--- config.mk ---
export PLATFORM = sky130hd
export DESIGN_NAME = head_access_decode
export DESIGN_NICKNAME = d
export VERILOG_FILES = /design/src/rtl/head_array_pkg.sv /design/src/rtl/head_access_decode.sv
export VERILOG_INCLUDE_DIRS = /design/src /design/src/include
export SDC_FILE = /design/constraint.sdc
export NUM_CORES = 1
export LEC_CHECK = 0
export BUFFER_PORTS_ARGS = -buffer_cell sky130_fd_sc_hd__buf_4
export CORE_MARGIN = 1
export CORE_UTILIZATION = 46
export CTS_CLUSTER_SIZE = 20
export DETAILED_ROUTE_END_ITERATION = 7
export PLACE_DENSITY = 0.88
export SLEW_MARGIN = 5
export SYNTH_ARGS = -nofsm -noshare
export SYNTH_HDL_FRONTEND = slang
export SYNTH_SLANG_ARGS = --single-unit
--- constraint.sdc ---
create_clock -name clk -period 0.8 [get_ports clk]
set_clock_uncertainty 0.15 [all_clocks]
set_input_delay 0.12 -clock clk [delete_from_list [all_inputs] [get_ports clk]]
set_output_delay 0.12 -clock clk [all_outputs]
set_load 0.01 [all_outputs]
--- src/include/head_array_defs.svh ---
// head array sizes and widths
`ifndef HEAD_ARRAY_DEFS_SVH
`define HEAD_ARRAY_DEFS_SVH

////////////////////////////////////////
// head organisation
////////////////////////////////////////

`define HA_HEAD_NUM      4
`define HA_HEAD_W        2

////////////////////////////////////////
// host port
////////////////////////////////////////

`define HA_DATA_W        16
// region bit, head field, offset
`define HA_ADDR_W        9
`define HA_OFFSET_W      6

////////////////////////////////////////
// per head memories
////////////////////////////////////////

// kv region is split by user, then by entry
`define HA_USER_NUM      4
`define HA_USER_W        2
`define HA_KV_ENTRIES    16
`define HA_KV_ENTRY_W    4
`define HA_CORE_DEPTH    64

`endif

--- src/rtl/head_array_pkg.sv ---
// head array shared types
`include "head_array_defs.svh"

package head_array_pkg;

    // top bit of the host address
    typedef enum logic [0:0] {
        REGION_CORE = 1'b0,
        REGION_KV   = 1'b1
    } region_e;

    // address as seen inside one head
    // in the kv region the offset is {user, entry}
    typedef struct packed {
        region_e                  region;
        logic [`HA_OFFSET_W-1:0]  offset;
    } head_addr_t;

    // kv clean sequencer
    typedef enum logic [1:0] {
        CLEAN_IDLE = 2'd0,
        CLEAN_RUN  = 2'd1,
        CLEAN_DONE = 2'd2
    } clean_state_e;

endpackage

--- src/rtl/head_access_decode.sv ---
// host request decode
`timescale 1ns/1ns
`include "head_array_defs.svh"

module head_access_decode (
    input  logic                                        clk,
    input  logic                                        rst_n,

    input  logic [`HA_ADDR_W-1:0]                       mem_addr,
    input  logic [`HA_DATA_W-1:0]                       mem_wdata,
    input  logic                                        mem_wen,
    input  logic                                        mem_ren,

    output head_array_pkg::head_addr_t [`HA_HEAD_NUM-1:0] head_addr,
    output logic [`HA_HEAD_NUM-1:0][`HA_DATA_W-1:0]     head_wdata,
    output logic [`HA_HEAD_NUM-1:0]                     head_wen,
    output logic [`HA_HEAD_NUM-1:0]                     head_ren,

    input  logic                                        clean_kv_cache,
    input  logic [`HA_USER_W-1:0]                       clean_kv_cache_user_id,
    output logic                                        clean_start,
    output logic [`HA_USER_W-1:0]                       clean_user
);

    import head_array_pkg::*;

    logic [`HA_HEAD_W-1:0]   head_sel;
    logic [`HA_HEAD_NUM-1:0] head_onehot;
    head_addr_t              in_addr;
    logic                    rd_only;

    ////////////////////////////////////////
    // address split
    ////////////////////////////////////////

    always_comb begin
        head_sel       = mem_addr[`HA_ADDR_W-2 -: `HA_HEAD_W];
        head_onehot    = `HA_HEAD_NUM'(1) << head_sel;
        in_addr.region = region_e'(mem_addr[`HA_ADDR_W-1]);
        in_addr.offset = mem_addr[`HA_OFFSET_W-1:0];
        // a write wins over a read in the same cycle
        rd_only        = mem_ren & ~mem_wen;
    end

    ////////////////////////////////////////
    // request register
    ////////////////////////////////////////

    always_ff @(posedge clk or negedge rst_n) begin
        if (!rst_n) begin
            head_wen    <= '0;
            head_ren    <= '0;
            clean_start <= 1'b0;
        end else begin
            head_wen    <= mem_wen ? head_onehot : '0;
            head_ren    <= rd_only ? head_onehot : '0;
            clean_start <= clean_kv_cache;
        end
    end

    // only the addressed head sees its address and data move
    always_ff @(posedge clk) begin
        for (int i = 0; i < `HA_HEAD_NUM; i++) begin
            if (head_onehot[i] && (mem_wen || mem_ren)) begin
                head_addr[i]  <= in_addr;
                head_wdata[i] <= mem_wdata;
            end
        end
        // user id held until the next clean, heads read it while running
        if (clean_kv_cache) begin
            clean_user <= clean_kv_cache_user_id;
        end
    end

endmodule

==> metrics.md <==
| Metric | Value |
|---|---|
| Layout Nets | `332` |
| Seq/Total Area, Yosys | `0.9725` |
| Worst Hold Path Cells | `1` |
| Number of buffers created by CTS | `9` |
| Pre-antenna DRT Iters | `6` |
| Switching fraction of total power | `0.2308` |
| Antenna-violating nets left | `0` |
| Slew Limit Fails | `0` |
| Most frequent cell after synthesis | `edfxtp_1` |
| Final GP Congestion | `~0.75` |
| CP max-delay cell | `edfxtp_1` |
| CP peak stage delay | `approximately 0.44 ns` |
| Layout cells sized above 1 | `0.6230` |
| CP cell instances | `buf_6` |
| Port bufs | `roughly 130` |
| Final Power | `around 11 mW` |
| Worst path bufs/invs | `1` |
| Largest net degree at the start of global routing | `19` |
| CP endpoint kind | `output port` |
| Initial antenna violation count | `0` |
| Total grt overflow | `0` |
| Hold Slack | `-0.1968 ns` |
| Share of total power in the clock network | `0.295` |
| Final critical-path share of the clock period | `1.535` |
| Root Buffer | `clkbuf_8` |
| Sequential share of power | `0.575` |
| Initial core utilization | `0.4853` |
| Area of the core | `between 6000 and 7000 um^2` |
| Die Y | `about 85 um` |
| Max Fclk | `0.8146 GHz` |
| Top cell type's share of synthesized area | `0.9006` |
| TritonCTS clock tree | `done` |
| Die X | `between 80 and 90 um` |
| Critical Path Fanout Max | `1` |
| Post-synthesis instance total | `between 100 and 150` |
| DP Worst Slack | `-0.6577 ns` |
| Total of max-cap violations | `0` |
| Worst slew pin tran | `between 0.2 and 0.3 ns` |
| # DRC | `18` |
| Crit path launch type | `flip-flop` |
| Synth warnings | `0` |
| Total Wirelength | `just over 8000 um` |
| Post-synthesis cell area | `~3100 um^2` |
| Vias/cell | `5.024` |
| Violations in the final reports | `DRC, hold timing, setup timing` |
| Async SR Flop Fraction | `0.08738` |
| Int Power | `about 8.6 mW` |
| Final instance area | `approximately 5300 um^2` |
| DRT iter0 DRCs | `approximately 100` |
| Critical path type | `reg2out` |
| Ports | `around 140` |
| Hold path start | `mem_wdata[2]` |
| Synth area leaders | `edfxtp_1 90%, dfrtp_1 7.2%, nor2_1 1.2%, nor3_1 0.48%, nand2b_4 0.44%` |
| Post-DR wirelength/cell | `about 22 um` |
| Endpoints failing setup | `roughly 180` |
| Die area | `7148 um^2` |
| CP arrival | `roughly 0.96 ns` |
| CTS Buffer Depth | `2` |
| Gate power share | `0.130` |
| Switching Power | `about 2.6 mW` |
| Setup TNS | `-44.88 ns` |
| Main synth FF type | `edfxtp_1` |
| Slew margin rel. | `0.8108` |
| Leak | `2.132 nW` |
| Worst EP required | `between 0.5 and 0.6 ns` |
| Worst Hold Class | `in2reg` |
| Post-layout util | `0.8231` |
| First-pass GRT wire length | `approximately 12000 um` |
| Yosys reg bits | `103` |
| Post-DP Area | `between 4000 and 5000 um^2` |
| PD cells | `2098 nW/um^2` |
| RSZ-0062 raised after global routing | `true` |
| Synth area leader | `edfxtp_1` |
| Worst hold endpoint | `head_wdata[18]` |
| Synth-to-Final Area Change | `69.62%` |
| Detailed-route via count | `1919` |
| Vias in the first global route | `a little over 2000` |
| All-Layer GR Usage | `0.2338` |
| Synth cell types | `8` |
| Fin. Hold Viols | `about 100` |
| VDD IR max | `around 1.6 mV` |
| Row count | `29` |
| Mapped Nets | `about 150` |
| Number of synthesized flops with an enable pin | `94` |
| Inserted Diodes | `0` |
| Clk slew on worst S/H paths | `roughly 0.10 ns` |
| H-tree depth | `3` |
| Critical path's top delay family | `flip-flops` |
| Post-synth top cells | `94 x edfxtp_1, 10 x nor2_1, 9 x dfrtp_1, 3 x nor3_1, 2 x nand2b_1` |
| Post-Syn Area per Cell | `around 26 um^2` |
| Sinks on Clock Net | `around 100` |
| Outcome | `complete, but fails checks` |
| Fin worst setup slack | `-0.4276 ns` |
| Post-route minimum period | `roughly 1.2 ns` |
==> kinds of logic after synthesis <==
logic type / count (synthesis) / synth area share
DFF: 103 / 0.9725
and+or+nand+nor: 17 / 0.02634
buffers and inverters: 1 / 0.001196
==> power by group through the flow <==
stage	clock network, mW	logic [mW]	registers, mW
finish	3.29	1.45	6.42
global route	3.56	1.51	6.44
CTS	3.29	1.38	6.40
detailed placement	0	1.10	6.47
global placement	0	1.06	6.46
floorplan	0	0.120	6.63
==> cell usage in the layout, fill, tap and decap left out, drive strengths merged <==
master       count
buf            163
edfxtp          94
nor2            11
dfrtp            9
clkbuf           9
dlygate4sd3      4
clkinv           4
nand2b           3
nor3             3
inv              3
nand2            1
bufinv           1
==> routing by layer <==
| layer | GRT usage | share of wire | vias up | wire [um] |
|---|---|---|---|---|
| li1 | - | - | 823 | - |
| met1 | 0.2572 | 0.36 | 991 | 3022 |
| met2 | 0.4228 | 0.56 | 93 | 4646 |
| met3 | 0.07178 | 0.056 | 12 | 468 |
| met4 | 0.09399 | 0.018 | 0 | 153 |
| met5 | 0 | 0 | - | 0 |
==> flip-flops by register name, indices dropped and copies added (netlist names) <==
signal / cells
clean_user: 2
clean_start: 1
head_addr: 28
head_ren: 4
head_wdata: 64
head_wen: 4
==> repair_timing <==
item                                    in CTS  in global routing
endpoints found under the hold margin      114                108
cloned                                       3                  1
hold buffers                                 4                  1
gates resized for setup                    102                 33
pin swaps                                    4                  5
endpoints found under the setup margin     195                197
buffers inserted                            11                  4
==> worst max-delay path by stage <==
stage | cells past startpoint | slack [ns] | from | to
6_report | 1 | -0.43 | head_wdata[7] | head_wdata[7]
5_1_grt | 1 | -0.47 | head_wdata[7] | head_wdata[7]
3_3_place_gp | 3 | -0.60 | mem_addr[6] | head_addr[25]
3_5_place_dp | 3 | -0.66 | mem_addr[6] | head_addr[25]
2_1_floorplan | 2 | -0.55 | mem_wen | head_addr[0]
4_1_cts | 1 | -0.43 | head_wdata[19] | head_wdata[19]
==> area by class of cell <==
| class | count | area, um^2 |
|---|---|---|
| inverter | 1 | 3.754 |
| clock buffer | 9 | 123.9 |
| sequential | 103 | 3048 |
| clock inverter | 7 | 80.08 |
| fill | 298 | 1142 |
| timing repair buffer | 167 | 1783 |
| tap | 77 | 96.34 |
| multi-input combinational | 18 | 181.4 |
==> per-stage QoR <==
step | cells | hold slack (ns)
floorplan | 121 | -0.3256
global placement | 347 | -0.2034
detailed placement | 347 | -0.1992
CTS | 381 | -0.2133
global route | 382 | -0.2148
finish | 382 | -0.1968
No activity file was read; power rests on OpenSTA's default activity.
