<file path="src/include/head_array_defs.svh">
// head array sizes and widths
`ifndef HEAD_ARRAY_DEFS_SVH
`define HEAD_ARRAY_DEFS_SVH

////////////////////////////////////////
// head organisation
////////////////////////////////////////

`define HA_HEAD_NUM      4
`define HA_HEAD_W        2

////////////////////////////////////////
// host port
////////////////////////////////////////

`define HA_DATA_W        16
// region bit, head field, offset
`define HA_ADDR_W        9
`define HA_OFFSET_W      6

////////////////////////////////////////
// per head memories
////////////////////////////////////////

// kv region is split by user, then by entry
`define HA_USER_NUM      4
`define HA_USER_W        2
`define HA_KV_ENTRIES    16
`define HA_KV_ENTRY_W    4
`define HA_CORE_DEPTH    64

`endif

</file>
<file path="src/rtl/head_array_pkg.sv">
// head array shared types
`include "head_array_defs.svh"

package head_array_pkg;

    // top bit of the host address
    typedef enum logic [0:0] {
        REGION_CORE = 1'b0,
        REGION_KV   = 1'b1
    } region_e;

    // address as seen inside one head
    // in the kv region the offset is {user, entry}
    typedef struct packed {
        region_e                  region;
        logic [`HA_OFFSET_W-1:0]  offset;
    } head_addr_t;

    // kv clean sequencer
    typedef enum logic [1:0] {
        CLEAN_IDLE = 2'd0,
        CLEAN_RUN  = 2'd1,
        CLEAN_DONE = 2'd2
    } clean_state_e;

endpackage

</file>
<file path="src/rtl/head_bank.sv">
// single head memory bank
`timescale 1ns/1ns
`include "head_array_defs.svh"

module head_bank (
    input  logic                        clk,
    input  logic                        rst_n,

    input  head_array_pkg::head_addr_t  head_addr,
    input  logic [`HA_DATA_W-1:0]       head_wdata,
    input  logic                        head_wen,
    input  logic                        head_ren,
    output logic [`HA_DATA_W-1:0]       head_rdata,
    output logic                        head_rvld,

    input  logic                        clean_start,
    input  logic [`HA_USER_W-1:0]       clean_user,
    output logic                        clean_done
);

    import head_array_pkg::*;

    localparam int KV_DEPTH = `HA_USER_NUM * `HA_KV_ENTRIES;

    logic [`HA_DATA_W-1:0] core_mem [`HA_CORE_DEPTH];
    logic [`HA_DATA_W-1:0] kv_mem [KV_DEPTH];

    // fill per user, one above the highest entry written
    logic [`HA_USER_NUM-1:0][`HA_KV_ENTRY_W:0] kv_fill;

    clean_state_e              clean_state;
    logic [`HA_KV_ENTRY_W:0]   clean_ptr;
    logic                      clean_wr;
    logic [`HA_OFFSET_W-1:0]   clean_idx;

    logic                      is_kv;
    logic [`HA_USER_W-1:0]     kv_user;
    logic [`HA_KV_ENTRY_W-1:0] kv_entry;

    logic [`HA_DATA_W-1:0]     rd_word;
    logic                      rd_pend;

    always_comb begin
        is_kv     = (head_addr.region == REGION_KV);
        kv_user   = head_addr.offset[`HA_OFFSET_W-1 -: `HA_USER_W];
        kv_entry  = head_addr.offset[`HA_KV_ENTRY_W-1:0];
        clean_wr  = (clean_state == CLEAN_RUN) && (clean_ptr < kv_fill[clean_user]);
        clean_idx = {clean_user, clean_ptr[`HA_KV_ENTRY_W-1:0]};
    end

    assign clean_done = (clean_state == CLEAN_DONE);

    ////////////////////////////////////////
    // memory arrays and read pipe
    ////////////////////////////////////////

    always_ff @(posedge clk) begin
        if (head_wen) begin
            if (is_kv) begin
                kv_mem[head_addr.offset] <= head_wdata;
            end else begin
                core_mem[head_addr.offset] <= head_wdata;
            end
        end
        // host never touches the user under clean, so no port clash
        if (clean_wr) begin
            kv_mem[clean_idx] <= '0;
        end
        if (head_ren) begin
            rd_word <= is_kv ? kv_mem[head_addr.offset] : core_mem[head_addr.offset];
        end
        // second stage, output flop
        if (rd_pend) begin
            head_rdata <= rd_word;
        end
    end

    always_ff @(posedge clk or negedge rst_n) begin
        if (!rst_n) begin
            rd_pend   <= 1'b0;
            head_rvld <= 1'b0;
        end else begin
            rd_pend   <= head_ren;
            head_rvld <= rd_pend;
        end
    end

    ////////////////////////////////////////
    // fill tracking and clean FSM
    ////////////////////////////////////////

    always_ff @(posedge clk or negedge rst_n) begin
        if (!rst_n) begin
            kv_fill     <= '0;
            clean_state <= CLEAN_IDLE;
            clean_ptr   <= '0;
        end else begin
            if (head_wen && is_kv && ({1'b0, kv_entry} >= kv_fill[kv_user])) begin
                kv_fill[kv_user] <= {1'b0, kv_entry} + 1'b1;
            end

            case (clean_state)
                CLEAN_IDLE: begin
                    if (clean_start) begin
                        clean_state <= CLEAN_RUN;
                        clean_ptr   <= '0;
                    end
                end
                CLEAN_RUN: begin
                    // one zero write per cycle up to the fill
                    if (clean_wr) begin
                        clean_ptr <= clean_ptr + 1'b1;
                    end else begin
                        clean_state         <= CLEAN_DONE;
                        kv_fill[clean_user] <= '0;
                    end
                end
                CLEAN_DONE: begin
                    clean_state <= CLEAN_IDLE;
                end
                default: begin
                    clean_state <= CLEAN_IDLE;
                end
            endcase
        end
    end

endmodule

</file>
<file path="config.mk">
export PLATFORM = sky130hd
export DESIGN_NAME = head_bank
export DESIGN_NICKNAME = d
export VERILOG_FILES = /design/src/rtl/head_array_pkg.sv /design/src/rtl/head_bank.sv
export VERILOG_INCLUDE_DIRS = /design/src /design/src/include
export SDC_FILE = /design/constraint.sdc
export NUM_CORES = 2
export LEC_CHECK = 0
export ABC_AREA = 0
export BUFFER_PORTS_ARGS = -buffer_cell sky130_fd_sc_hd__buf_4
export CORE_MARGIN = 5
export CORE_UTILIZATION = 50
export CTS_CLUSTER_DIAMETER = 60
export CTS_CLUSTER_SIZE = 20
export DETAILED_ROUTE_END_ITERATION = 16
export PLACE_DENSITY = 0.63
export SLEW_MARGIN = 20
export SYNTH_ARGS = -nofsm -noshare
export SYNTH_HDL_FRONTEND = slang
export SYNTH_SLANG_ARGS = --single-unit
</file>
<file path="constraint.sdc">
create_clock -name clk -period 3.2 [get_ports clk]
set_input_delay 0.48 -clock clk [delete_from_list [all_inputs] [get_ports clk]]
set_output_delay 0.48 -clock clk [all_outputs]
set_load 0.005 [all_outputs]
</file>
==> flow_summary.json <==
{
  "hpwl_um": 235500,
  "ant_nets": 0,
  "final-hold-violation-count": 0,
  "wire_per_inst_um": 31.33,
  "powerDensity_mw_per_mm2": 563.0,
  "fin_crit_ns": 3.176,
  "overflow": 0,
  "initial_core_util": 0.5011,
  "dr.first_iter.drc_count": 10380,
  "cts_tree": "yes",
  "grt_pass1_vias": 65770,
  "synth_edf_count": 1056,
  "relSlewSlack": 0.1446,
  "syn_inst": 7934,
  "synth_compound_area_frac": 0.1377,
  "yosys_register_bits": 2109,
  "worst_pin_slew_ns": 1.283,
  "row_count": 153,
  "port_buffers": 47,
  "yosys.cell_types.count": 87,
  "drc": 0,
  "die_area_sq_mm": 0.1823,
  "syn_to_final_growth_pct": 19.49,
  "cts_buffers": 153,
  "cp-end-kind": "flop",
  "h-tree-depth": 4,
  "dp.cells": 10770,
  "p_leak_nw": 36.78,
  "netSwitchingPower_mw": 15.62,
  "firstDrtPassIters": 6,
  "core-area_sq_mm": 0.1734,
  "r2r_slack_ns": 0.05,
  "nFillCells": 14190,
  "drive_above_1_share": 0.2098,
  "instances_no_fill": 11060,
  "gp_congestion": 1.029,
  "switching_share": 0.2672,
  "cp_top_family": "buffers and inverters",
  "min_path_type": "primary input to flop",
  "finalCritPeriodShare": 0.9925,
  "clk_pin_slew_worst_paths_ns": 0.08,
  "grt_start_max_net_pins": 129,
  "synth_xor_area_frac": 0.0005039,
  "rsz0062_at_grt": "false",
  "final_cell_mix": "nand2_1 (2163), a21oi_1 (1097), edfxtp_1 (1056)",
  "cts-root-buf": "clkbuf_16",
  "synth-seq-area-share": 0.6091,
  "intPower_mw": 42.85,
  "pwr-share-clk": 0.346,
  "worstPathRequired_ns": 3.79,
  "syn_nets": 7974,
  "ioPinCount": 48,
  "synthAdderAreaFrac": 0.001440,
  "final_common_cell": "nand2_1",
  "crit_chain": "buf_8 -> buf_12 -> inv_4 -> buf_12 -> buf_12 -> a221oi_1 -> nor2_1 -> o21ai_0 -> buf_4 -> nor4b_1 -> buf_4 -> a22oi_1 -> buf_4",
  "nNetsFinal": 8646,
  "start_kind": "primary input",
  "slew_violations": 0,
  "crit_buf_inv": 8,
  "fmax_ghz": 0.3149,
  "cp_slowest_cell": "nor4b_1",
  "vias_per_cell": 6.390,
  "worstSetupPathType": "primary input to flop",
  "synth_top_family_by_area": "compound AO/OA/AOI/OAI gates",
  "combPwrFrac": 0.128,
  "syn_area_sq_mm": 0.08691,
  "post_cts_buffers": 0,
  "avgSynthCellArea_sq_um": 10.95,
  "synth_mux_area_frac": 0.09236,
  "synth_warnings": 0,
  "setup_slack_ns": 0.02390,
  "worstSkewPairLatency_ns": 0.83,
  "setup_viol": 0,
  "ir_drop_v": 0.0005441,
  "cap_violations": 0,
  "pwr-share-seq": 0.526,
  "drt-total-wl_um": 346500,
  "synth-main-ff-cell": "edfxtp_1",
  "place_ws_ns": -0.7262,
  "via_count": 70660,
  "async_flop_share": 0.01375,
  "finClkSkew_ns": 0.03510,
  "grtUsageTotal": 0.3718,
  "die-width_um": 426.9,
  "grt_pass1_wl_um": 487500,
  "status": "completed",
  "antenna_found_initial": 25,
  "cts_max_path_buffers": 3,
  "cts_sinks": 2109,
  "synthSimpleGateAreaFrac": 0.1243,
  "die_h_um": 426.9,
  "critPathMaxStageDelay_ns": 0.97,
  "cp.arrival_ns": 3.77,
  "critPathMaxFanout": 17
}
==> stage by stage <==
| step | TNS, ns | hold WS (ns) | utilization | total power, mW | instance area (sq um) |
|---|---|---|---|---|---|
| floorplan | -1.413 | 0.1844 | - | 34.77 | 86910 |
| global route | 0 | 0.08356 | 0.5986 | 60.09 | 103800 |
| detailed placement | -4.837 | 0.4116 | 0.5695 | 38.58 | 98770 |
| CTS | 0 | 0.02918 | 0.5985 | 58.32 | 103800 |
| global placement | -5.234 | 0.4165 | 0.5694 | 38.39 | 98760 |
| finish | 0 | 0.08349 | 0.5988 | 58.47 | 103900 |
==> final cells by class <==
class                      instances  area, sq um  area share
clock inverter                    80        867.1    0.008349
tap                             2325         2909     0.02801
timing repair buffer            1140        11720      0.1129
sequential                      2109        52940      0.5097
multi-input combinational       5188        31180      0.3002
clock buffer                     184         4133     0.03979
antenna                           18        45.04   0.0004337
inverter                          14        65.06   0.0006265
==> cell families after synthesis <==
group | after synthesis
DFF | 2109
and+or+nand+nor | 2672
muxes | 579
adders and majority gates | 10
buffers and inverters | 637
xor gates and xnor gates | 5
AOI/OAI and AO/OA | 1922
==> flip-flops by register name (all words and copies together), names as in the netlist <==
signal / count
core_mem: 1024
kv_mem: 1024
kv_fill: 20
head_rdata: 16
rd_word: 16
clean_ptr: 5
clean_state: 2
head_rvld: 1
rd_pend: 1
==> repair_timing <==
action                                 4_1_cts  5_1_grt
endpoints found under the hold margin       42        0
hold buffers                                 4        0
resized for setup                            0        0
==> power groups by stage <==
stage	combinational (mW)	sequential, mW	clock, mW
global placement	7.13	31.3	0
CTS	7.28	30.7	20.3
floorplan	3.78	31.0	0
global route	7.81	30.9	21.4
detailed placement	7.25	31.3	0
finish	7.49	30.8	20.2
==> cell usage after synthesis (29+ instances only) <==
cell type,instances,share of area
edfxtp_1,1056,0.36
mux2i_1,262,0.030
o22ai_1,84,0.0060
a22o_1,52,0.0052
a22oi_1,130,0.011
buf_2,195,0.011
a221o_1,34,0.0039
nor2_1,299,0.013
buf_1,36,0.0016
nand2_1,2163,0.093
mux2_2,154,0.020
a21oi_1,1097,0.063
mux4_2,163,0.042
o21ai_0,99,0.0057
clkbuf_1,299,0.013
nand3_1,36,0.0021
buf_4,84,0.0073
a31oi_1,31,0.0022
dfrtp_1,29,0.0083
a221oi_1,223,0.022
nor2_4,31,0.0040
dfxtp_1,1024,0.24
==> per-layer routing <==
metal  part of all wire  wire length (um)  track usage  vias up
li1                   -                 -            -    29980
met1               0.38            131100       0.5069    34920
met2               0.43            147900       0.5431     4736
met3               0.13             44410       0.1025     1015
met4              0.066             22930       0.1963       12
met5            0.00023                81            0        -
==> tightest hold or removal path, stage by stage <==
cell and delay [ns]:
buf_4 0.11, nor3b_1 0.17, nor2_1 0.10
==> worst paths after layout <==
kind                                                 from                  endpoint  depth (start not counted)
worst min-delay path                          clean_start  clean_ptr[3]$_DFFE_PN0P_                          3
worst min register to register      rd_word[12]$_DFFE_PP_  head_rdata[12]$_DFFE_PP_                          0
max in group asynchronous                           rst_n      kv_fill[3]$_DFF_PN0_                          2
min in group asynchronous                           rst_n      kv_fill[2]$_DFF_PN0_                          2
worst max register to register  core_mem[57][3]$_DFFE_PP_      rd_word[3]$_DFFE_PP_                          6
worst max-delay path                         head_addr[1]      rd_word[3]$_DFFE_PP_                         13
(Power assumes the default switching activity.)
