$ cat src/include/head_array_defs.svh
// head array sizes and widths
`ifndef HEAD_ARRAY_DEFS_SVH
`define HEAD_ARRAY_DEFS_SVH

////////////////////////////////////////
// head organisation
////////////////////////////////////////

`define HA_HEAD_NUM      4
`define HA_HEAD_W        2

////////////////////////////////////////
// host port
////////////////////////////////////////

`define HA_DATA_W        16
// region bit, head field, offset
`define HA_ADDR_W        9
`define HA_OFFSET_W      6

////////////////////////////////////////
// per head memories
////////////////////////////////////////

// kv region is split by user, then by entry
`define HA_USER_NUM      4
`define HA_USER_W        2
`define HA_KV_ENTRIES    16
`define HA_KV_ENTRY_W    4
`define HA_CORE_DEPTH    64

`endif

$ cat src/rtl/finish_sync.sv
// clean finish aggregation
`timescale 1ns/1ns
`include "head_array_defs.svh"

module finish_sync (
    input  logic                    clk,
    input  logic                    rst_n,

    input  logic [`HA_HEAD_NUM-1:0] clean_done,
    output logic                    finish
);

    // heads end at different times, remember who is through
    logic [`HA_HEAD_NUM-1:0] done_flag;

    always_ff @(posedge clk or negedge rst_n) begin
        if (!rst_n) begin
            done_flag <= '0;
        end else if (finish) begin
            done_flag <= '0;
        end else begin
            done_flag <= done_flag | clean_done;
        end
    end

    ////////////////////////////////////////
    // single cycle finish
    ////////////////////////////////////////

    always_ff @(posedge clk or negedge rst_n) begin
        if (!rst_n) begin
            finish <= 1'b0;
        end else if (finish) begin
            finish <= 1'b0;
        end else begin
            finish <= &done_flag;
        end
    end

endmodule

$ cat config.mk
export PLATFORM = sky130hd
export DESIGN_NAME = finish_sync
export DESIGN_NICKNAME = d
export VERILOG_FILES = /design/src/rtl/finish_sync.sv
export VERILOG_INCLUDE_DIRS = /design/src /design/src/include
export SDC_FILE = /design/constraint.sdc
export NUM_CORES = 1
export LEC_CHECK = 0
export CAP_MARGIN = 30
export CORE_AREA = 8 8 45 47
export DETAILED_ROUTE_END_ITERATION = 10
export DIE_AREA = 0 0 53 55
export DONT_BUFFER_PORTS = 1
export GPL_TIMING_DRIVEN = 0
export PLACE_DENSITY = 0.33
export SYNTH_ARGS = -nofsm -noshare
export SYNTH_HDL_FRONTEND = slang
export SYNTH_SLANG_ARGS = --single-unit
$ cat constraint.sdc
create_clock -name clk -period 1 [get_ports clk]
set_input_delay 0.1 -clock clk [delete_from_list [all_inputs] [get_ports clk]]
set_output_delay 0.1 -clock clk [all_outputs]
set_load 0.02 [all_outputs]
==> key figures, run 1 <==
Finish
  – Finished Core Util: 17.5%
  – Antenna fix cells: 0
  – Share of layout cells above drive strength 1: 13.6%
  – Synthesis-to-layout area growth: 46.2%
  – Final Net Count: 29
  – Fillers: 148
  – Finished Layout Cells: 38

STA
  – Smallest hold slack: 0.00775 ns
  – Fin. Hold Viols: 0
  – # setup viols final: 0
  – Crit path time final: about 0.9 ns
  – Setup Total Neg Slack: 0 ns
  – Worst slew pin tran: approximately 0.36 ns
  – Crit share post-route: 89.4%
  – RSZ-0062 raised after global routing: false
  – Slew Limit Fails: 0
  – Final Skew: 0.00431 ns
  – Headroom to the max-slew limit: 76.0%
  – Fmax: 1120 MHz

Clock tree
  – Clock Tree Buf Depth: 2
  – H-tree depth: 1
  – Worst skew pair latency: 0.24 ns
  – Num CTS Buffers: 3
  – CTS tree: done
  – Root Buffer: clkbuf_4
  – CTS clk-pin slew, worst paths: roughly 0.05 ns
  – CTS Sinks: 5
  – Post-CTS setup buffers: 0

Setup path
  – Reg2reg end: done_flag[1]$_DFF_PN0_
  – Reg2reg start: finish$_DFF_PN0_
  – Critical Path RT: ~0.9 ns
  – Worst path arrival time: 0.79 ns
  – Crit path depth: 0
  – Crit Path Max Fanout: 6
  – Worst Setup End Kind: primary output
  – R2R cell count: 1
  – R2R Setup Slk: 0.21 ns
  – Crit Path Class: reg2out
  – Critical path launch point type: flop

Synth
  – Register bit total from synthesis: 5
  – Synthesized instance count: 15
  – Seq/Total Area, Yosys: 75.8%
  – Avg Inst Size Synth: 11.0 um2
  – Net Count, Synth: 21
  – Mapped Area: 165 um2
  – Yosys cell types: 3
  – Ys Warns: 0

Placed design
  – Final GP Congestion: ~0.62
  – Buffers added on ports: 0
  – Placed Cells: 31

Hold path
  – Worst Hold Class: in2reg
  – Min-delay src: clean_done[0]
  – Hold path cells: 2
  – Hold endpoint: done_flag[0]$_DFF_PN0_

Route
  – Antenna Violating Nets Remaining: 0
  – Final WL: 372 um
  – DRC Markers: 0
  – Vias post-DR: 129
  – Starting DRT DRC Count: 4
  – Drt wl/cell: 9.79 um
  – DR pass1 iterations: 2
  – Routed vias/inst: 3.39

Floorplanning
  – Die X: 53 um
  – Row count: 14
  – Core ar.: around 1400 um2
  – Die area: ~3000 um2
  – Initial Util: 11.9%
  – Ports: 7
  – Die Span Y: 55 um

Global routing
  – Vias in the first global route: about 120
  – First-pass GRT wire length: 586 um
  – Total grt overflow: 0
  – GRT Overall Usage: under 10%
  – Initial antenna violation count: 0
  – Largest net degree at the start of global routing: 7

Job
  – Max-cap violation count: 0

Power and ir drop
  – Worst VDD drop: 0.896 mV
  – Total power: about 700 uW
  – Leak Pwr: between 0.1 and 0.15 nW
  – Power Density: approximately 2900 nW/um2

Outcome
  – Status: finished, final reports clean
-- registers in the layout, indices dropped and copies added, names as in the netlist --
register	flops
done_flag	4
finish	1
-- through the flow --
| stage | setup slack (ns) | area, um2 |
|---|---|---|
| 2_1_floorplan | 0.309 | 165 |
| 3_3_place_gp | 0.258 | 185 |
| 3_5_place_dp | 0.224 | 185 |
| 4_1_cts | 0.106 | 241 |
| 5_1_grt | 0.0800 | 241 |
| 6_report | 0.106 | 241 |
-- worst max-delay path by stage --
stage | slack, ns | endpoint | start
after floorplan | 0.31 | done_flag[0]$_DFF_PN0_ | finish$_DFF_PN0_
after global placement | 0.26 | done_flag[0]$_DFF_PN0_ | finish$_DFF_PN0_
after detailed placement | 0.22 | done_flag[1]$_DFF_PN0_ | finish$_DFF_PN0_
after CTS | 0.11 | finish | finish$_DFF_PN0_
after global routing | 0.08 | finish | finish$_DFF_PN0_
final | 0.11 | finish | finish$_DFF_PN0_
-- Yosys cell counts --
cell type	count	area, um2
nand4_1	1	6.26
dfrtp_1	5	125
nor2_1	9	33.8
-- metal layers --
metal / vias to the layer above / share of wire, % / global-route usage [%]
li1: 61 / - / -
met2: 11 / 24 / 2.54
met5: - / 0 / 0
met3: 0 / 24 / 4.81
met4: 0 / 0 / 1.29
met1: 57 / 52 / 3.68
-- cell families (layout without fill, tap and decap cells) --
family	count (synthesis)	count (layout)	synth area share, %
buf+inv	0	7	0
flops	5	5	75.8
simple gates	10	10	24.2
-- timing repair --
action	4_1_cts	5_1_grt
hold buffers	3	0
resized for setup	0	0
endpoints found under the hold margin	7	0
-- cells in the final DEF, fill, tap and decap left out --
cell           n
clkbuf_1       1
dfrtp_1        5
clkbuf_4       3
nor2_1         9
nand4_1        1
dlygate4sd3_1  3
-- power breakdown --
part	switching [mW]	leakage [nW]	internal [mW]	total, mW
sequential	0.0838	0.0556	0.290	0.374
clock	0.0840	0.0150	0.151	0.235
combinational	0.0422	0.0304	0.0451	0.0873
-- layout make-up --
| type | count | area (um2) | area share, % |
|---|---|---|---|
| multi-input combinational | 10 | 40.0 | 16.6 |
| sequential | 5 | 125 | 51.8 |
| clock buffer | 4 | 26.3 | 10.9 |
| tap | 16 | 20.0 | 8.29 |
| timing repair buffer | 3 | 30.0 | 12.4 |
Power figures use the tool's default switching activity.
==> run 2: changes to the inputs <==
CTS_CLUSTER_SIZE = 20   (was unset)
clock period = 0.9 ns   (was 1 ns; I/O delays follow)
==> key figures, run 2 (synthesized netlist as in run 1, its figures left out) <==
Power and ir drop
  – Power Density: 3090 nW/um2
  – Clock power share: 33.5%
  – Psw: 235 uW
  – Sw frac: about 30%
  – Seq pwr share: 53.6%
  – Logic gate share of total power: 12.9%
  – Leak Pwr: 0.104 nW
  – P_int: 547 uW
  – Worst VDD drop: 1.00 mV
  – Total power: 781 uW

Finish
  – Top reg by flops: done_flag
  – Antenna fix cells: 0
  – Share of layout cells above drive strength 1: between 15 and 20%
  – Finished Layout Cells: 39
  – Most frequent cells in the layout: nor2_1 (9), dfrtp_1 (4), dlygate4sd3_1 (4), clkbuf_4 (3)
  – Leading cell type in the layout, fill and taps excluded: nor2_1
  – Final Net Count: 30
  – Top flop regs: done_flag: 4 flops, finish: 1 flops
  – Number of flip-flops under the largest register name: 4
  – Post-Layout Inst Area: 253 um2
  – Finished Core Util: 18.3%
  – Synthesis-to-layout area growth: 53.0%

Placed design
  – Placed cell area: 185 um2
  – Buffers added on ports: 0
  – Final GP Congestion: 0.615
  – Placed Cells: 31
  – Worst slack at placement: 0.124 ns

Clock tree
  – Worst skew pair latency: 0.24 ns
  – Clock Tree Buf Depth: 2
  – Root Buffer: clkbuf_4
  – Post-CTS setup buffers: 0
  – H-tree depth: 1
  – Num CTS Buffers: 3
  – CTS tree: done
  – CTS Sinks: 5
  – CTS clk-pin slew, worst paths: 0.05 ns

Hold path
  – Worst Hold Class: in2reg

Floorplanning
  – Die X: 53 um
  – Row count: 14
  – Initial Util: 11.9%
  – Die Span Y: 55 um
  – Die area: 2920 um2
  – Core ar.: 1380 um2
  – Ports: 7

Global routing
  – Vias in the first global route: 126
  – Largest net degree at the start of global routing: 7
  – Total grt overflow: 0
  – First-pass GRT wire length: 600 um
  – Initial antenna violation count: 0
  – GRT Overall Usage: 3.23%

Route
  – DRC Markers: 0
  – Uppermost routed layer: met3
  – Met2 Routed Length: between 90 and 100 um
  – Metal3 WL: between 90 and 100 um
  – Drt wl/cell: 9.67 um
  – Routed vias/inst: 3.33
  – Vias post-DR: 130
  – Final WL: ~380 um
  – Antenna Violating Nets Remaining: 0
  – DR pass1 iterations: 2
  – Wire length on met1: 186 um
  – Starting DRT DRC Count: 4

STA
  – Slew Limit Fails: 0
  – Setup Total Neg Slack: 0 ns
  – Crit share post-route: 90.7%
  – RSZ-0062 raised after global routing: false
  – Final Skew: between 0.005 and 0.006 ns
  – Headroom to the max-slew limit: 84.0%
  – Smallest hold slack: about 0.014 ns
  – Final WS setup: 0.0834 ns
  – # setup viols final: 0
  – Fmax: 1220 MHz
  – Crit path time final: 0.817 ns
  – Worst slew pin tran: between 0.2 and 0.25 ns
  – Fin. Hold Viols: 0

Setup path
  – Worst Setup End Kind: primary output
  – Crit Path Max Fanout: 6
  – Critical Path RT: 0.81 ns
  – Crit Path Class: reg2out
  – Critical path launch point type: flop
  – Worst path arrival time: 0.73 ns

Job
  – Max-cap violation count: 0

Outcome
  – Status: finished, final reports clean
## run 2: metal layers
layer,vias to the layer above,track usage [%]
li1,62,-
met4,0,1.29
met3,0,4.81
met2,11,2.54
met1,57,3.83
met5,-,0
## run 2: what timing repair did
action,4_1_cts,5_1_grt
gates resized for setup,0,1
hold endpoints to repair,8,0
hold buffers,4,0
setup endpoints to repair,0,1
## run 2: cell type report
cell class                 instances  area (um2)
sequential                         5         126
tap                               16        20.0
clock buffer                       4        26.3
fill                             147        1130
multi-input combinational         10        40.0
timing repair buffer               4        40.0
## run 2: worst paths after layout
kind	from	end	slack, ns	cells past startpoint
setup / recovery	finish$_DFF_PN0_	finish	0.08	0
hold / removal	clean_done[1]	done_flag[1]$_DFF_PN0_	0.01	2
setup reg to reg	finish$_DFF_PN0_	done_flag[1]$_DFF_PN0_	0.20	1
hold reg to reg	done_flag[2]$_DFF_PN0_	done_flag[2]$_DFF_PN0_	0.50	2
max in group asynchronous	rst_n	finish$_DFF_PN0_	0.55	1
min in group asynchronous	rst_n	done_flag[0]$_DFF_PN0_	0.14	1
## run 2: power by group through the flow
stage	registers, mW	logic [mW]	clock network, mW
floorplan	0.392	0.0720	0
global placement	0.412	0.0772	0
detailed placement	0.418	0.0850	0
CTS	0.414	0.103	0.271
global route	0.428	0.116	0.296
finish	0.419	0.100	0.262
==> run 3: changes to the inputs <==
clock period = 0.8 ns   (was 0.9 ns; I/O delays follow)
==> key figures, run 3 (synthesized netlist as in run 1, its figures left out) <==
Setup path
  – Worst path arrival time: around 0.73 ns
  – Worst Setup End Kind: primary output
  – Critical path launch point type: flop
  – Crit Path Max Fanout: 6
  – Critical Path RT: 0.72 ns
  – Crit Path Class: reg2out

Global routing
  – Initial antenna violation count: 0
  – Vias in the first global route: between 100 and 150
  – Largest net degree at the start of global routing: 7
  – Total grt overflow: 0
  – GRT Overall Usage: 3.45%
  – First-pass GRT wire length: 648 um

STA
  – Crit path time final: roughly 0.81 ns
  – RSZ-0062 raised after global routing: true
  – # setup viols final: 1
  – Fmax: 1240 MHz
  – Headroom to the max-slew limit: between 80% and 90%
  – Fin. Hold Viols: 0
  – Worst slew pin tran: around 0.25 ns
  – Final WS setup: -0.00698 ns
  – Setup Total Neg Slack: -0.00698 ns
  – Slew Limit Fails: 0
  – Final Skew: 0.00449 ns
  – Crit share post-route: 101%

Route
  – Metal3 WL: 77 um
  – Final WL: 386 um
  – Met2 Routed Length: roughly 110 um
  – DR pass1 iterations: 2
  – DRC Markers: 0
  – Wire length on met1: 203 um
  – Starting DRT DRC Count: 4
  – Uppermost routed layer: met3
  – Antenna Violating Nets Remaining: 0
  – Routed vias/inst: 3.49
  – Vias post-DR: 136
  – Drt wl/cell: between 9 and 10 um

Placed design
  – Buffers added on ports: 0
  – Final GP Congestion: a little over 0.6
  – Placed cell area: 185 um2

Power and ir drop
  – Total power: 880 uW
  – Worst VDD drop: between 1 and 1.5 mV
  – Power Density: 3480 nW/um2
  – Leak Pwr: 0.104 nW

Floorplanning
  – Core ar.: 1380 um2
  – Die area: around 2900 um2
  – Initial Util: 11.9%
  – Row count: 14
  – Ports: 7
  – Die Span Y: 55 um
  – Die X: ~53 um

Clock tree
  – CTS clk-pin slew, worst paths: 0.05 ns
  – Clock Tree Buf Depth: 2
  – Worst skew pair latency: 0.24 ns
  – Post-CTS setup buffers: 0
  – H-tree depth: 1
  – CTS Sinks: 5
  – Root Buffer: clkbuf_4
  – Num CTS Buffers: 3
  – CTS tree: done

Finish
  – Synthesis-to-layout area growth: 53.0%
  – Number of flip-flops under the largest register name: 4
  – Top flop regs: done_flag: 4 flops, finish: 1 flops
  – Leading cell type in the layout, fill and taps excluded: nor2_1
  – Most frequent cells in the layout: nor2_1 (9), dfrtp_1 (4), dlygate4sd3_1 (4), clkbuf_4 (3)
  – Post-Layout Inst Area: 253 um2
  – Final Net Count: 30
  – Share of layout cells above drive strength 1: 17.4%
  – Top reg by flops: done_flag
  – Antenna fix cells: 0
  – Fillers: 149

Outcome
  – Status: complete, but fails checks
  – Failing checks: negative setup slack

Hold path
  – Worst Hold Class: in2reg

Job
  – Max-cap violation count: 0
-- run 3: cell counts in the layout (fill, tap and decap cells not counted) --
Identical to the previous run, type by type.
-- run 3: area by class of cell --
cell class                 count  area (um2)  share of cell area, %
tap                           16        20.0                   7.92
clock buffer                   4        26.3                   10.4
timing repair buffer           4        40.0                   15.8
multi-input combinational     10        40.0                   15.8
sequential                     5         126                   50.0
-- run 3: repair_timing --
item	in CTS	in global routing
endpoints found under the hold margin	8	0
hold buffers	4	0
setup endpoints to repair	1	1
resized for setup	1	0
-- run 3: report_power, final --
group	leakage (nW)	internal, mW	total [mW]	switching, mW
Sequential	0.0542	0.367	0.473	0.106
Combinational	0.0345	0.0594	0.114	0.0542
Clock	0.0150	0.189	0.294	0.105
-- run 3: layer usage --
layer,up-vias,GRT usage (%)
li1,63,-
met1,62,4.29
met2,11,2.93
met3,0,4.55
met4,0,1.29
met5,-,0
-- run 3: path summary, 6_finish.rpt --
kind	from	end	slack, ns	cells after the start
max	finish$_DFF_PN0_	finish	-0.007	0
min reg2reg	done_flag[2]$_DFF_PN0_	done_flag[2]$_DFF_PN0_	0.50	2
min	clean_done[1]	done_flag[1]$_DFF_PN0_	0.005	2
max reg2reg	finish$_DFF_PN0_	done_flag[1]$_DFF_PN0_	0.09	1
max in group asynchronous	rst_n	finish$_DFF_PN0_	0.45	1
min in group asynchronous	rst_n	done_flag[0]$_DFF_PN0_	0.13	1
-- run 3: stage by stage --
step	util [%]	instances	hold slack [ns]	setup slack, ns
2_1_floorplan	-	15	-0.216	0.109
3_3_place_gp	13.4	31	-0.215	0.0584
3_5_place_dp	13.4	31	-0.215	0.0236
4_1_cts	18.3	39	0.00164	-0.00964
5_1_grt	18.3	39	0.0137	-0.0269
6_report	18.3	39	0.00505	-0.00698
