## src/include/head_array_defs.svh

```systemverilog
// head array sizes and widths
`ifndef HEAD_ARRAY_DEFS_SVH
`define HEAD_ARRAY_DEFS_SVH

////////////////////////////////////////
// head organisation
////////////////////////////////////////

`define HA_HEAD_NUM      4
`define HA_HEAD_W        2

////////////////////////////////////////
// host port
////////////////////////////////////////

`define HA_DATA_W        16
// region bit, head field, offset
`define HA_ADDR_W        9
`define HA_OFFSET_W      6

////////////////////////////////////////
// per head memories
////////////////////////////////////////

// kv region is split by user, then by entry
`define HA_USER_NUM      4
`define HA_USER_W        2
`define HA_KV_ENTRIES    16
`define HA_KV_ENTRY_W    4
`define HA_CORE_DEPTH    64

`endif

```

## src/rtl/read_merge.sv

```systemverilog
// head read data merge
`timescale 1ns/1ns
`include "head_array_defs.svh"

module read_merge (
    input  logic                                    clk,
    input  logic                                    rst_n,

    input  logic [`HA_HEAD_NUM-1:0][`HA_DATA_W-1:0] head_rdata,
    input  logic [`HA_HEAD_NUM-1:0]                 head_rvld,

    output logic [`HA_DATA_W-1:0]                   mem_rdata,
    output logic                                    mem_rvld
);

    logic [`HA_DATA_W-1:0] merge_data;
    logic                  merge_vld;

    // at most one head valid per cycle, so an AND-OR mux is enough
    always_comb begin
        merge_vld  = |head_rvld;
        merge_data = '0;
        for (int i = 0; i < `HA_HEAD_NUM; i++) begin
            merge_data = merge_data | (head_rdata[i] & {`HA_DATA_W{head_rvld[i]}});
        end
    end

    always_ff @(posedge clk or negedge rst_n) begin
        if (!rst_n) begin
            mem_rvld <= 1'b0;
        end else begin
            mem_rvld <= merge_vld;
        end
    end

    // zero when idle
    always_ff @(posedge clk) begin
        mem_rdata <= merge_data;
    end

endmodule

```

## config.mk

```make
export PLATFORM = sky130hd
export DESIGN_NAME = read_merge
export DESIGN_NICKNAME = d
export VERILOG_FILES = /design/src/rtl/read_merge.sv
export VERILOG_INCLUDE_DIRS = /design/src /design/src/include
export SDC_FILE = /design/constraint.sdc
export NUM_CORES = 1
export LEC_CHECK = 0
export BUFFER_PORTS_ARGS = -buffer_cell sky130_fd_sc_hd__buf_2
export CORE_AREA = 4 4 51 53
export CTS_CLUSTER_DIAMETER = 150
export DETAILED_ROUTE_END_ITERATION = 8
export DIE_AREA = 0 0 55 57
export PLACE_DENSITY = 0.81
export SKIP_CTS_REPAIR_TIMING = 1
export SLEW_MARGIN = 20
export SYNTH_ARGS = -nofsm -noshare
export SYNTH_HDL_FRONTEND = slang
export SYNTH_SLANG_ARGS = --single-unit
```

## constraint.sdc

```tcl
create_clock -name clk -period 0.8 [get_ports clk]
set_input_delay 0.08 -clock clk [delete_from_list [all_inputs] [get_ports clk]]
set_output_delay 0.08 -clock clk [all_outputs]
set_load 0.1 [all_outputs]
```

==> impl.org, run 1 <==
** Layout
- The number of antenna diodes in the final layout is 0.
- Leading cell type in the layout, fill and taps excluded :: sky130_fd_sc_hd__buf_2
- Layout Area Growth over Synthesis :: 119.4%
- Fin cells :: 197
- For this run, the post-layout net count is 240.
- After routing the design area is 1543 µm².
- Layout cells sized above 1 :: 66.27%
- Across the whole layout, storage elements account for 366.6 µm².
- Area used by multi-input combinational logic :: 311.5 µm²
- Count of fill cells added during filler insertion :: 152
- The library cells used most frequently in the layout, excluding fill and tap cells, are sky130_fd_sc_hd__buf_2 (69), sky130_fd_sc_hd__a22oi_1 (32), sky130_fd_sc_hd__buf_12 (17).

** Power and ir drop
- Part of the total power dissipated in combinational logic :: 46.0%
- Power, Total :: 2684 µW
- Of the total power, the share spent switching nets is 38.99%.
- For this design the ratio of total power to cell area is 1740 nW/µm².
- Highest ir drop seen on vdd :: 1.211 mV
- In this run, flip-flops and latches consume 37.2% of the power.
- Net switching power :: 1047 µW
- Standby leakage power :: 0.0007795 µW
- The clock network accounts for 16.7% of the total power.
- Internal portion of total power :: 1638 µW

** Placement
- Gpl congestion :: 0.6701
- During placement, the flow inserted port buffers numbering 86.
- Summing all placed instances gives a cell area of 1436 µm².
- Instance count after placement with tap cells included :: 185
- HPWL reported at the end of detailed placement :: 2183 µm
- Post-placement worst setup slack :: -35.07 ps

** Timing
- Crit path time final :: 955.9 ps
- The worst path uses 119.5% of the clock period.
- Unrepaired setup endpoints after global routing :: yes
- Derived from the worst setup path, the maximum achievable clock frequency is 1046 MHz.
- The final number of max-transition violations came to 0.
- The number of hold violations in the final report is 2.
- Worst hold slack :: -1.348 ps
- Final worst-path setup slack :: -155.9 ps
- At the pin with the least slew margin, the transition time is 194.5 ps.
- Total of endpoints with negative setup slack in the final report :: 17
- The worst pin sits at a relative slew slack of 87.03%.

** Floorplanning
- The die covers 3135 µm².
- Std-Cell Core Area :: 2148 µm²
- Measured along the y axis, the die boundary spans 57 µm.
- Die boundary width :: 55 µm
- Num rows :: 17
- I/O pin count :: 87
- Effective utilization at floorplan :: 32.73%

** Logic synthesis
- Yosys attributes the largest share of cell area to sky130_fd_sc_hd__dfxtp_1 (46%), sky130_fd_sc_hd__a22oi_1 (34%), sky130_fd_sc_hd__nand2_1 (8.5%).
- Biggest area consumer among synthesized cells :: sky130_fd_sc_hd__dfxtp_1
- After synthesis the netlist holds a flip-flop and latch count of 17.
- Register area share after synthesis :: 49.11%
- After synthesis, the largest area contributor takes up 45.55% of total cell area.
- The mapped netlist covers 703.2 µm².
- Synthesis produced a netlist whose cell count is 74.
- Number of unique standard cell types used by synthesis :: 7
- The number of nets handed over by synthesis was 144.
- The Yosys step of the flow raised 0 warnings.
- Post-synthesis area per instance :: 9.502 µm²

** Run status
- Violations in the final reports :: negative hold slack, negative setup slack
- The run finished, with violations left.

** Detailed routing
- Via count :: 981
- Number of detailed-routing iterations run before antenna repair :: 4
- Vias per cell :: 4.980
- Drc violations :: 0
- The detail route stage leaves a number of antenna-violating nets equal to 0.
- Number of DRC markers after the initial detailed-route iteration :: 27
- WL/cell :: 14.73 µm
- Total wirelength of the detailed-routed design :: 2901 µm

** Global routing
- Global routing usage summed across all routing layers :: 16.53%
- Initial antenna violation count :: 0
- Maximum number of pins on one net before global-route repair :: 17
- Overflow left after global routing :: 0
- Wire length of the first global-routing pass :: 3801 µm
- Number of global-route vias before repair :: 920

** Clocking
- Clock tree from TritonCTS :: yes
- No sink is reached through more buffers than the 2 on the longest clock path.
- The clock net in this run drives a total of 17 sinks.
- CTS HTree Levels :: 1
- In this run, CTS created clock tree buffers numbering 3.
- Clock-pin slew was measured on the worst setup and hold paths at 100 ps.
- The tree is rooted in a sky130_fd_sc_hd__clkbuf_4.

** Setup path
- Data arrival time of the critical path :: 880 ps
- Grouping stages by cell kind, the critical path spends the most delay in flip-flops.
- Crit path depth :: 1
- Buffering stage count on the worst path with inverters included :: 1
- Maximum fanout along the worst path :: 1
- For the worst setup path, the data required time is 720 ps.
- CP Launch Type :: flip-flop
- Traced cell by cell, the critical path runs through buf_12.
- The slowest stage of the critical path is the sky130_fd_sc_hd__dfrtp_2 cell.
- Kind of critical path :: flip-flop to primary output
- Slowest cell delay on critical path :: 430 ps
- STA classifies the critical path endpoint as a primary output.

** Min path
- Path class of the lowest-slack min-delay path :: input pin to flip-flop
- Counting instances, the worst hold path has a depth of 3.

** Run
- Across the run, the number of max-cap violations was 0.
power groups by stage:
stage | Combinational [µW] | Sequential (µW) | Clock, µW
after floorplan | 166 | 1520 | 0
after global placement | 1180 | 1010 | 0
after detailed placement | 1200 | 1020 | 0
after CTS | 1210 | 1000 | 468
after global routing | 1290 | 1010 | 504
final | 1240 | 999 | 449
cells in the mapped netlist:
cell and instances:
sky130_fd_sc_hd__dfrtp_1 1, sky130_fd_sc_hd__buf_6 1, sky130_fd_sc_hd__dfxtp_1 16, sky130_fd_sc_hd__buf_2 7, sky130_fd_sc_hd__or4_4 1, sky130_fd_sc_hd__a22oi_1 32, sky130_fd_sc_hd__nand2_1 16
final timing paths:
path | slack (ps) | endpoint | start
max | -160 | mem_rvld | mem_rvld
min | -1 | mem_rdata[3] | head_rdata[19]
max in group asynchronous | 600 | mem_rvld | rst_n
min in group asynchronous | 100 | mem_rvld | rst_n
kinds of logic after synthesis:
group	count (synthesis)	share of synthesized area [%]
AOI/OAI and AO/OA	32	34.16
buffers and inverters	8	6.583
DFF	17	49.11
and+or+nand+nor	17	10.14
flip-flops by register name, summed over array words and instances, names as in the netlist:
signal,cells
mem_rdata,16
mem_rvld,1
per-stage QoR:
step | util [%] | TNS [ps]
final | 71.81 | -1522
after global routing | 71.81 | -2082
after CTS | 68.08 | -1756
after detailed placement | 66.86 | -43.77
after global placement | 66.86 | -29.37
after floorplan | - | -29.03
area by class of cell:
class                   count  area share, %
well taps                  28          2.271
repair buffers             99          52.07
multi-input cells          49          20.19
clock buffers               4          1.703
flip-flops and latches     17          23.76
metal layers:
metal  track usage (%)  wire length, µm
met5                 0                0
met2             29.39             1371
met1             17.29             1052
met3             5.483              462
met4             6.250               15
Power figures use the tool's default switching activity.
==> inputs of run 2 (changes only) <==
ABC_AREA = 1   (was unset)
CORE_AREA = 4 4 56 58   (was 4 4 51 53)
DIE_AREA = 0 0 60 62   (was 0 0 55 57)
SETUP_SLACK_MARGIN = 0.3   (was unset)
==> impl.org, run 2 <==
** Setup path
- Critical path's top delay family :: flip-flops
- The peak per-stage delay on the critical path came to 490 ps (+60 ps).
- The signal arrival time at the worst endpoint is 940 ps (+60 ps).
- CP Launch Type :: flip-flop
- For this design, the slowest cell found on the critical path is sky130_fd_sc_hd__dfrtp_4.
- Capturing element type of the critical path :: primary output
- Buffering stage count on the worst path with inverters included :: 1 (unchanged)
- The required time reported for the critical path endpoint was 720 ps (about the same).
- The signal on the critical path passes through buf_12.
- The biggest fanout along the worst timing path came to 1 (unchanged).
- The setup path with the least slack is of type flip-flop to primary output.

** Timing
- The final worst-path cycle share was 127.2% (+7.7 points).
- The least setup slack across all paths after layout came to -217.3 ps (-61.42 ps).
- Count of endpoints failing hold in the final timing report :: 0 (-2)
- Setup repair after global routing could not meet its margin everywhere.
- The final hold slack is 47.74 ps (+49.08 ps).
- Worst max-slew margin expressed relative to the limit :: 73.89% (-13 points)
- The slew at the pin closest to its max-slew limit was 391.7 ps (+197.1 ps).
- Crit path time final :: 1017 ps (+61.42 ps)
- Maximum achievable frequency :: 983.0 MHz (-6.0%)
- The final number of max-transition violations came to 0 (unchanged).
- The final setup violation count is 17 (unchanged).

** Global routing
- The number of global-route vias before repair came to 1,124 (+22%).
- Overflow left after global routing :: 0 (unchanged)
- The maximum number of pins on one net before global-route repair is 18 (+1).
- The initial antenna violation count is 0 (unchanged).
- Wire length of the first global-routing pass :: 4381 µm (+15%)
- The total routing usage reported by global routing came to 15.98% (-0.54 points).

** Detailed routing
- The number of nets still failing antenna checks after routing was 0 (unchanged).
- The number of iterations in the first detailed-routing pass came to 4 (unchanged).
- Drc violations :: 0 (unchanged)
- Total wirelength of the detailed-routed design :: 2851 µm (-1.7%)
- Number of DRC markers after the initial detailed-route iteration :: 41 (+52%)
- The average wire length per cell after detail routing came to 9.969 µm (-32%).
- Via count :: 1,208 (+23%)
- The detail-routed via count per cell was 4.224 (-15%).

** Run status
- Violations in the final reports :: negative setup slack
- The flow ran to the end, but the final reports show violations.

** Power and ir drop
- The maximum vdd ir drop is 1.069 mV (-12%).
- Pwr per Cell Area :: 1552 nW/µm² (-11%)
- Standby leakage power :: 0.001087 µW (+39%)

** Logic synthesis
- The synthesis warning total is 0 (unchanged).
- Share of the synthesized area in the top cell type :: 38.47% (-7.1 points)
- sky130_fd_sc_hd__nand2_1 is the most common cell in the netlist.
- Top area cells in the synthesized netlist :: sky130_fd_sc_hd__nand2_1 (38%), sky130_fd_sc_hd__dfxtp_1 (32%), sky130_fd_sc_hd__inv_1 (12%)
- Of all cell types, the one taking the most synthesized area is sky130_fd_sc_hd__nand2_1.
- The synthesized instance count came to 172 (+130%).
- The most used flip-flop cell after synthesis is sky130_fd_sc_hd__dfxtp_1.
- The proportion of synthesized flip-flops having asynchronous set or reset came to 5.882% (unchanged).
- The flip-flop and latch count after synthesis came to 17 (unchanged).
- Syn Nets :: 242 (+68%)
- Post-synthesis area per instance :: 5.900 µm² (-38%)
- The number of different library cells in the post-synthesis netlist came to 9 (+2).
- The share of the yosys chip area belonging to registers came to 34.03% (-15 points).
- The count of flip-flops with a built-in enable after synthesis came to 0 (unchanged).
- By count the netlist is led by sky130_fd_sc_hd__nand2_1 (104), sky130_fd_sc_hd__inv_1 (32), sky130_fd_sc_hd__dfxtp_1 (16).
- The cell area after technology mapping was 1015 µm² (+44%).

** Floorplanning
- The die outline height was 62 µm (+8.8%).
- I/O pin count :: 87 (unchanged)
- Std-Cell Core Area :: 2663 µm² (+24%)
- The count of standard-cell rows was 19 (+2).
- The die span in x is 60 µm (+9.1%).
- Effective utilization at floorplan :: 38.11% (+5.4 points)
- The die footprint is 3720 µm² (+19%).

** Layout
- The largest registers in the layout are mem_rdata (16), mem_rvld (1).
- Largest register FFs :: 16 (unchanged)
- The share of layout cells above drive strength 1 is 45.10% (-21 points).
- The area growth from synthesis to layout is 71.89%.
- Count of fill cells added during filler insertion :: 260 (+71%)
- The final non-filler cell total came to 286 (+45%).
- Most frequent cells in the layout :: sky130_fd_sc_hd__nand2_1 (104), sky130_fd_sc_hd__buf_2 (69), sky130_fd_sc_hd__inv_1 (32)
- The antenna diode instance count is 0 (unchanged).
- The library cell used most frequently in the layout, excluding fill and tap cells, is sky130_fd_sc_hd__nand2_1.
- The fraction of the core area covered by cells at the end of the flow is 65.51% (-6.3 points).
- The final net count came to 326 (+36%).
- Top reg by flops :: mem_rdata

** Clocking
- TritonCTS built the clock tree.
- Maximum root-to-sink buffer count :: 2 (unchanged)
- Clock tree root buffer cell :: sky130_fd_sc_hd__clkbuf_4
- The TritonCTS buffer count came to 3 (unchanged).
- Clock transition at the registers of the reported paths :: 100 ps (about the same)
- Clock sinks :: 17 (unchanged)
- CTS HTree Levels :: 1 (unchanged)

** Placement
- Gpl congestion :: 0.7172 (+7.0%)
- The number of buffers added on ports was 86 (unchanged).
- The placed instance count is 281 (+52%).
- HPWL reported at the end of detailed placement :: 2356 µm (+7.9%)

** Run
- Number of violations of the max-capacitance limit :: 0 (unchanged)

** Min path
- The min-delay analysis places its worst path in the category input pin to flip-flop.
## run 2: layer usage
metal,wire [µm],up-vias,share of wire [%],GRT usage [%]
li1,-,642,-,-
met3,363,2,13,4.339
met4,15,0,0.53,6.646
met2,1418,61,50,30.86
met1,1054,503,37,16.06
met5,0,-,0,0
## run 2: cell families after synthesis
logic type,Yosys count,share of synthesized area (%)
flops,17,34.03
simple gates,115,44.76
buf+inv,40,21.21
## run 2: worst paths after layout
kind	cells past startpoint	slack [ps]	to	startpoint
max	1	-220	mem_rvld	mem_rvld
min	5	50	mem_rdata[13]	head_rdata[29]
max in group asynchronous	2	620	mem_rvld	rst_n
min in group asynchronous	2	90	mem_rvld	rst_n
## run 2: final cells by class
| class | instances | area, µm² | area share [%] |
|---|---|---|---|
| Timing Repair Buffer | 87 | 695.7 | 39.89 |
| Multi-Input combinational cell | 115 | 454.2 | 26.04 |
| Sequential cell | 17 | 409.1 | 23.46 |
| Inverter | 32 | 120.1 | 6.887 |
| Tap cell | 31 | 38.79 | 2.224 |
| Clock buffer | 4 | 26.28 | 1.506 |
## run 2: report_power, final
group          switching, µW  total, µW  internal [µW]
clock network            261        454            193
registers               58.9        980            921
logic                    784       1270            488
total                   1100       2710           1600
## run 2: stage by stage
stage                     setup WS, ps  setup TNS, ps  power (µW)  instance area, µm²
after floorplan                  127.8              0        1778                1090
after global placement           75.92              0        2260                1708
after detailed placement         58.08              0        2281                1708
after CTS                       -234.7          -1925        2739                1734
after global routing            -261.4          -2407        2874                1744
final                           -217.3          -1660        2707                1744
==> inputs of run 3 (changes only) <==
BUFFER_PORTS_ARGS = -buffer_cell sky130_fd_sc_hd__clkbuf_2   (was -buffer_cell sky130_fd_sc_hd__buf_2)
SETUP_SLACK_MARGIN = unset   (was 0.3)
SLEW_MARGIN = unset   (was 20)
==> impl.org, run 3 (synthesized netlist as in run 2, its figures left out) <==
** Run status
- Outcome :: finished, violations left
- The checks that failed: negative setup slack.

** Layout
- The share of layout cells above drive strength 1 is 45.10% (unchanged).
- Largest register FFs :: 16 (unchanged)
- The final non-filler cell total was 286 (unchanged).
- Area used by multi-input combinational logic :: 454.2 µm² (unchanged)
- Top reg by flops :: mem_rdata
- Most frequent cells in the layout :: sky130_fd_sc_hd__nand2_1 (104), sky130_fd_sc_hd__clkbuf_2 (69), sky130_fd_sc_hd__inv_1 (32)
- The antenna diode instance count was 0 (unchanged).
- Final core utilization :: 63.91% (-1.6 points)
- Footprint of the flip-flops and latches :: 366.6 µm² (-10%)
- The filler cell count is 243 (-6.5%).
- The largest registers in the layout are mem_rdata (16), mem_rvld (1).
- The final net count came to 326 (unchanged).
- Leading cell type in the layout, fill and taps excluded :: sky130_fd_sc_hd__nand2_1
- Layout Area Growth over Synthesis :: 67.69%
- Total non-filler cell area in the finished layout :: 1702 µm² (-2.4%)

** Power and ir drop
- The cell area power density was 1602 nW/µm² (+3.2%).
- Internal portion of total power :: 1619 µW (+1.0%)
- The proportion of power drawn by the clock network is 16.8% (about the same).
- The maximum vdd ir drop came to 1.025 mV (-4.1%).
- The switching portion of total power came to 40.58% (-0.20 points).
- The leakage power is 0.001096 µW (+0.82%).
- Sequential fraction of design power :: 36.6% (+0.4 points)
- Power, Total :: 2725 µW (+0.67%)
- The share of power burned in combinational logic was 46.6% (-0.4 points).
- The power spent charging and discharging nets came to 1106 µW (+0.19%).

** Detailed routing
- Via count :: 1,205 (-0.25%)
- Remaining antenna violation count after routing :: 0 (unchanged)
- The number of DRC markers after the initial detailed-route iteration came to 12 (-71%).
- The routed wire length on met3 was 373 µm (+2.8%).
- Drc violations :: 0 (unchanged)
- Met2 wire length :: 1378 µm (-2.8%)
- WL/cell :: 9.794 µm (-1.8%)
- The aggregate routed wire length came to 2801 µm (-1.8%).
- Top layer reached by signal wires :: met4
- Number of detailed-routing iterations run before antenna repair :: 3 (-1)
- The detail-routed via count per cell came to 4.213 (-0.25%).
- The detailed-route wire length on metal 1 is 1010 µm (-4.2%).

** Global routing
- Number of global-route vias before repair :: 1,093 (-2.8%)
- The total routing usage reported by global routing was 15.69% (-0.29 points).
- The maximum number of pins on one net before global-route repair is 18 (unchanged).
- The initial antenna violation count came to 0 (unchanged).
- The global-route wire length before repair came to 4353 µm (-0.64%).
- Overflow left after global routing :: 0 (unchanged)

** Setup path
- The signal arrival time at the worst endpoint came to 880 ps (-60 ps).
- The buffers plus inverters on the worst setup path is 1 (unchanged).
- Critical path's top delay family :: flip-flops
- The worst setup path is of the flip-flop to primary output kind.
- The required time reported for the critical path endpoint was 720 ps (about the same).
- Cell with the largest stage delay on the worst path :: sky130_fd_sc_hd__dfrtp_2
- STA classifies the critical path endpoint as a primary output.
- The biggest fanout along the worst timing path is 1 (unchanged).
- The worst setup path is launched from a flip-flop.
- Slowest cell delay on critical path :: 430 ps (-60 ps)
- Critical path, cell by cell :: buf_12

** Timing
- The final number of max-transition violations is 0 (unchanged).
- The final hold slack came to 50.32 ps (+2.587 ps).
- The highest achievable clock rate came to 1040 MHz (+5.8%).
- The final worst-path cycle share was 120.2% (-7.0 points).
- Worst max-slew margin expressed relative to the limit :: 68.82% (-5.1 points)
- Unrepaired setup endpoints after global routing :: yes
- The slew at the pin closest to its max-slew limit came to 467.8 ps (+76.11 ps).
- Count of endpoints failing hold in the final timing report :: 0 (unchanged)
- Crit path time final :: 961.3 ps (-56.02 ps)
- The final setup violation count is 17 (unchanged).
- Final worst-path setup slack :: -161.3 ps (+56.02 ps)

** Floorplanning
- The effective utilization at floorplan was 38.11% (unchanged).
- The total core area was 2663 µm² (unchanged).
- I/O pin count :: 87 (unchanged)
- The die footprint came to 3720 µm² (unchanged).
- Num rows :: 19 (unchanged)
- Die boundary width :: 60 µm (unchanged)
- The die outline height was 62 µm (unchanged).

** Clocking
- CTS HTree Levels :: 1 (unchanged)
- The clock-pin slew reported for the worst setup and hold paths after clock tree synthesis was 100 ps (about the same).
- Maximum root-to-sink buffer count :: 2 (unchanged)
- Clock tree root buffer cell :: sky130_fd_sc_hd__clkbuf_4
- The TritonCTS buffer count is 3 (unchanged).
- Clock sinks :: 17 (unchanged)
- TritonCTS built the clock tree.

** Placement
- Count of buffers from port buffering :: 86 (unchanged)
- The placement-stage cell area came to 1665 µm² (-2.5%).
- The placed instance count is 281 (unchanged).
- The global placement routability congestion was 0.7976 (+11%).
- HPWL reported at the end of detailed placement :: 2305 µm (-2.2%)

** Min path
- The worst hold path belongs to the class input pin to flip-flop.

** Run
- Number of violations of the max-capacitance limit :: 0 (unchanged)
run 3: cell types whose count changed in the layout (fill, tap and decap cells not counted):
cell,previous run,this run
sky130_fd_sc_hd__dfxtp_4,16,0
sky130_fd_sc_hd__dfrtp_4,1,0
sky130_fd_sc_hd__buf_2,69,0
sky130_fd_sc_hd__dfrtp_2,0,1
sky130_fd_sc_hd__clkbuf_2,0,69
sky130_fd_sc_hd__dfxtp_2,0,16
run 3: final timing paths:
check | from | end | cells after the start
min in group asynchronous | rst_n | mem_rvld | 2
worst max-delay path | mem_rvld | mem_rvld | 1
worst min-delay path | head_rdata[23] | mem_rdata[7] | 5
max in group asynchronous | rst_n | mem_rvld | 2
run 3: layer usage:
layer	GRT usage (%)	vias up
li1	-	642
met1	15.71	497
met2	28.55	62
met3	4.959	4
met4	9.177	0
met5	0	-
run 3: area by class of cell:
class / count / share of cell area, %
repair buffers: 87 / 40.88
clock buffers: 4 / 1.544
flip-flops and latches: 17 / 21.54
well taps: 31 / 2.279
inverters: 32 / 7.059
multi-input cells: 115 / 26.69
run 3: power by group through the flow:
stage	registers, µW	clock network (µW)	logic, µW
finish	997	457	1270
global route	1010	520	1360
CTS	999	482	1280
detailed placement	1020	0	1280
global placement	1010	0	1260
floorplan	1520	0	267
run 3: tightest hold or removal path, cell delays in order:
cell and delay (ps):
sky130_fd_sc_hd__clkbuf_2 70, sky130_fd_sc_hd__nand2_1 40, sky130_fd_sc_hd__nand2_1 50, sky130_fd_sc_hd__inv_1 30, sky130_fd_sc_hd__nand2_1 40
run 3: per-stage QoR:
step | setup slack (ps) | TNS (ps)
after floorplan | 74.35 | 0
after global placement | 35.59 | 0
after detailed placement | -1.542 | -1.542
after CTS | -182.6 | -1851
after global routing | -199.7 | -2235
final | -161.3 | -1560
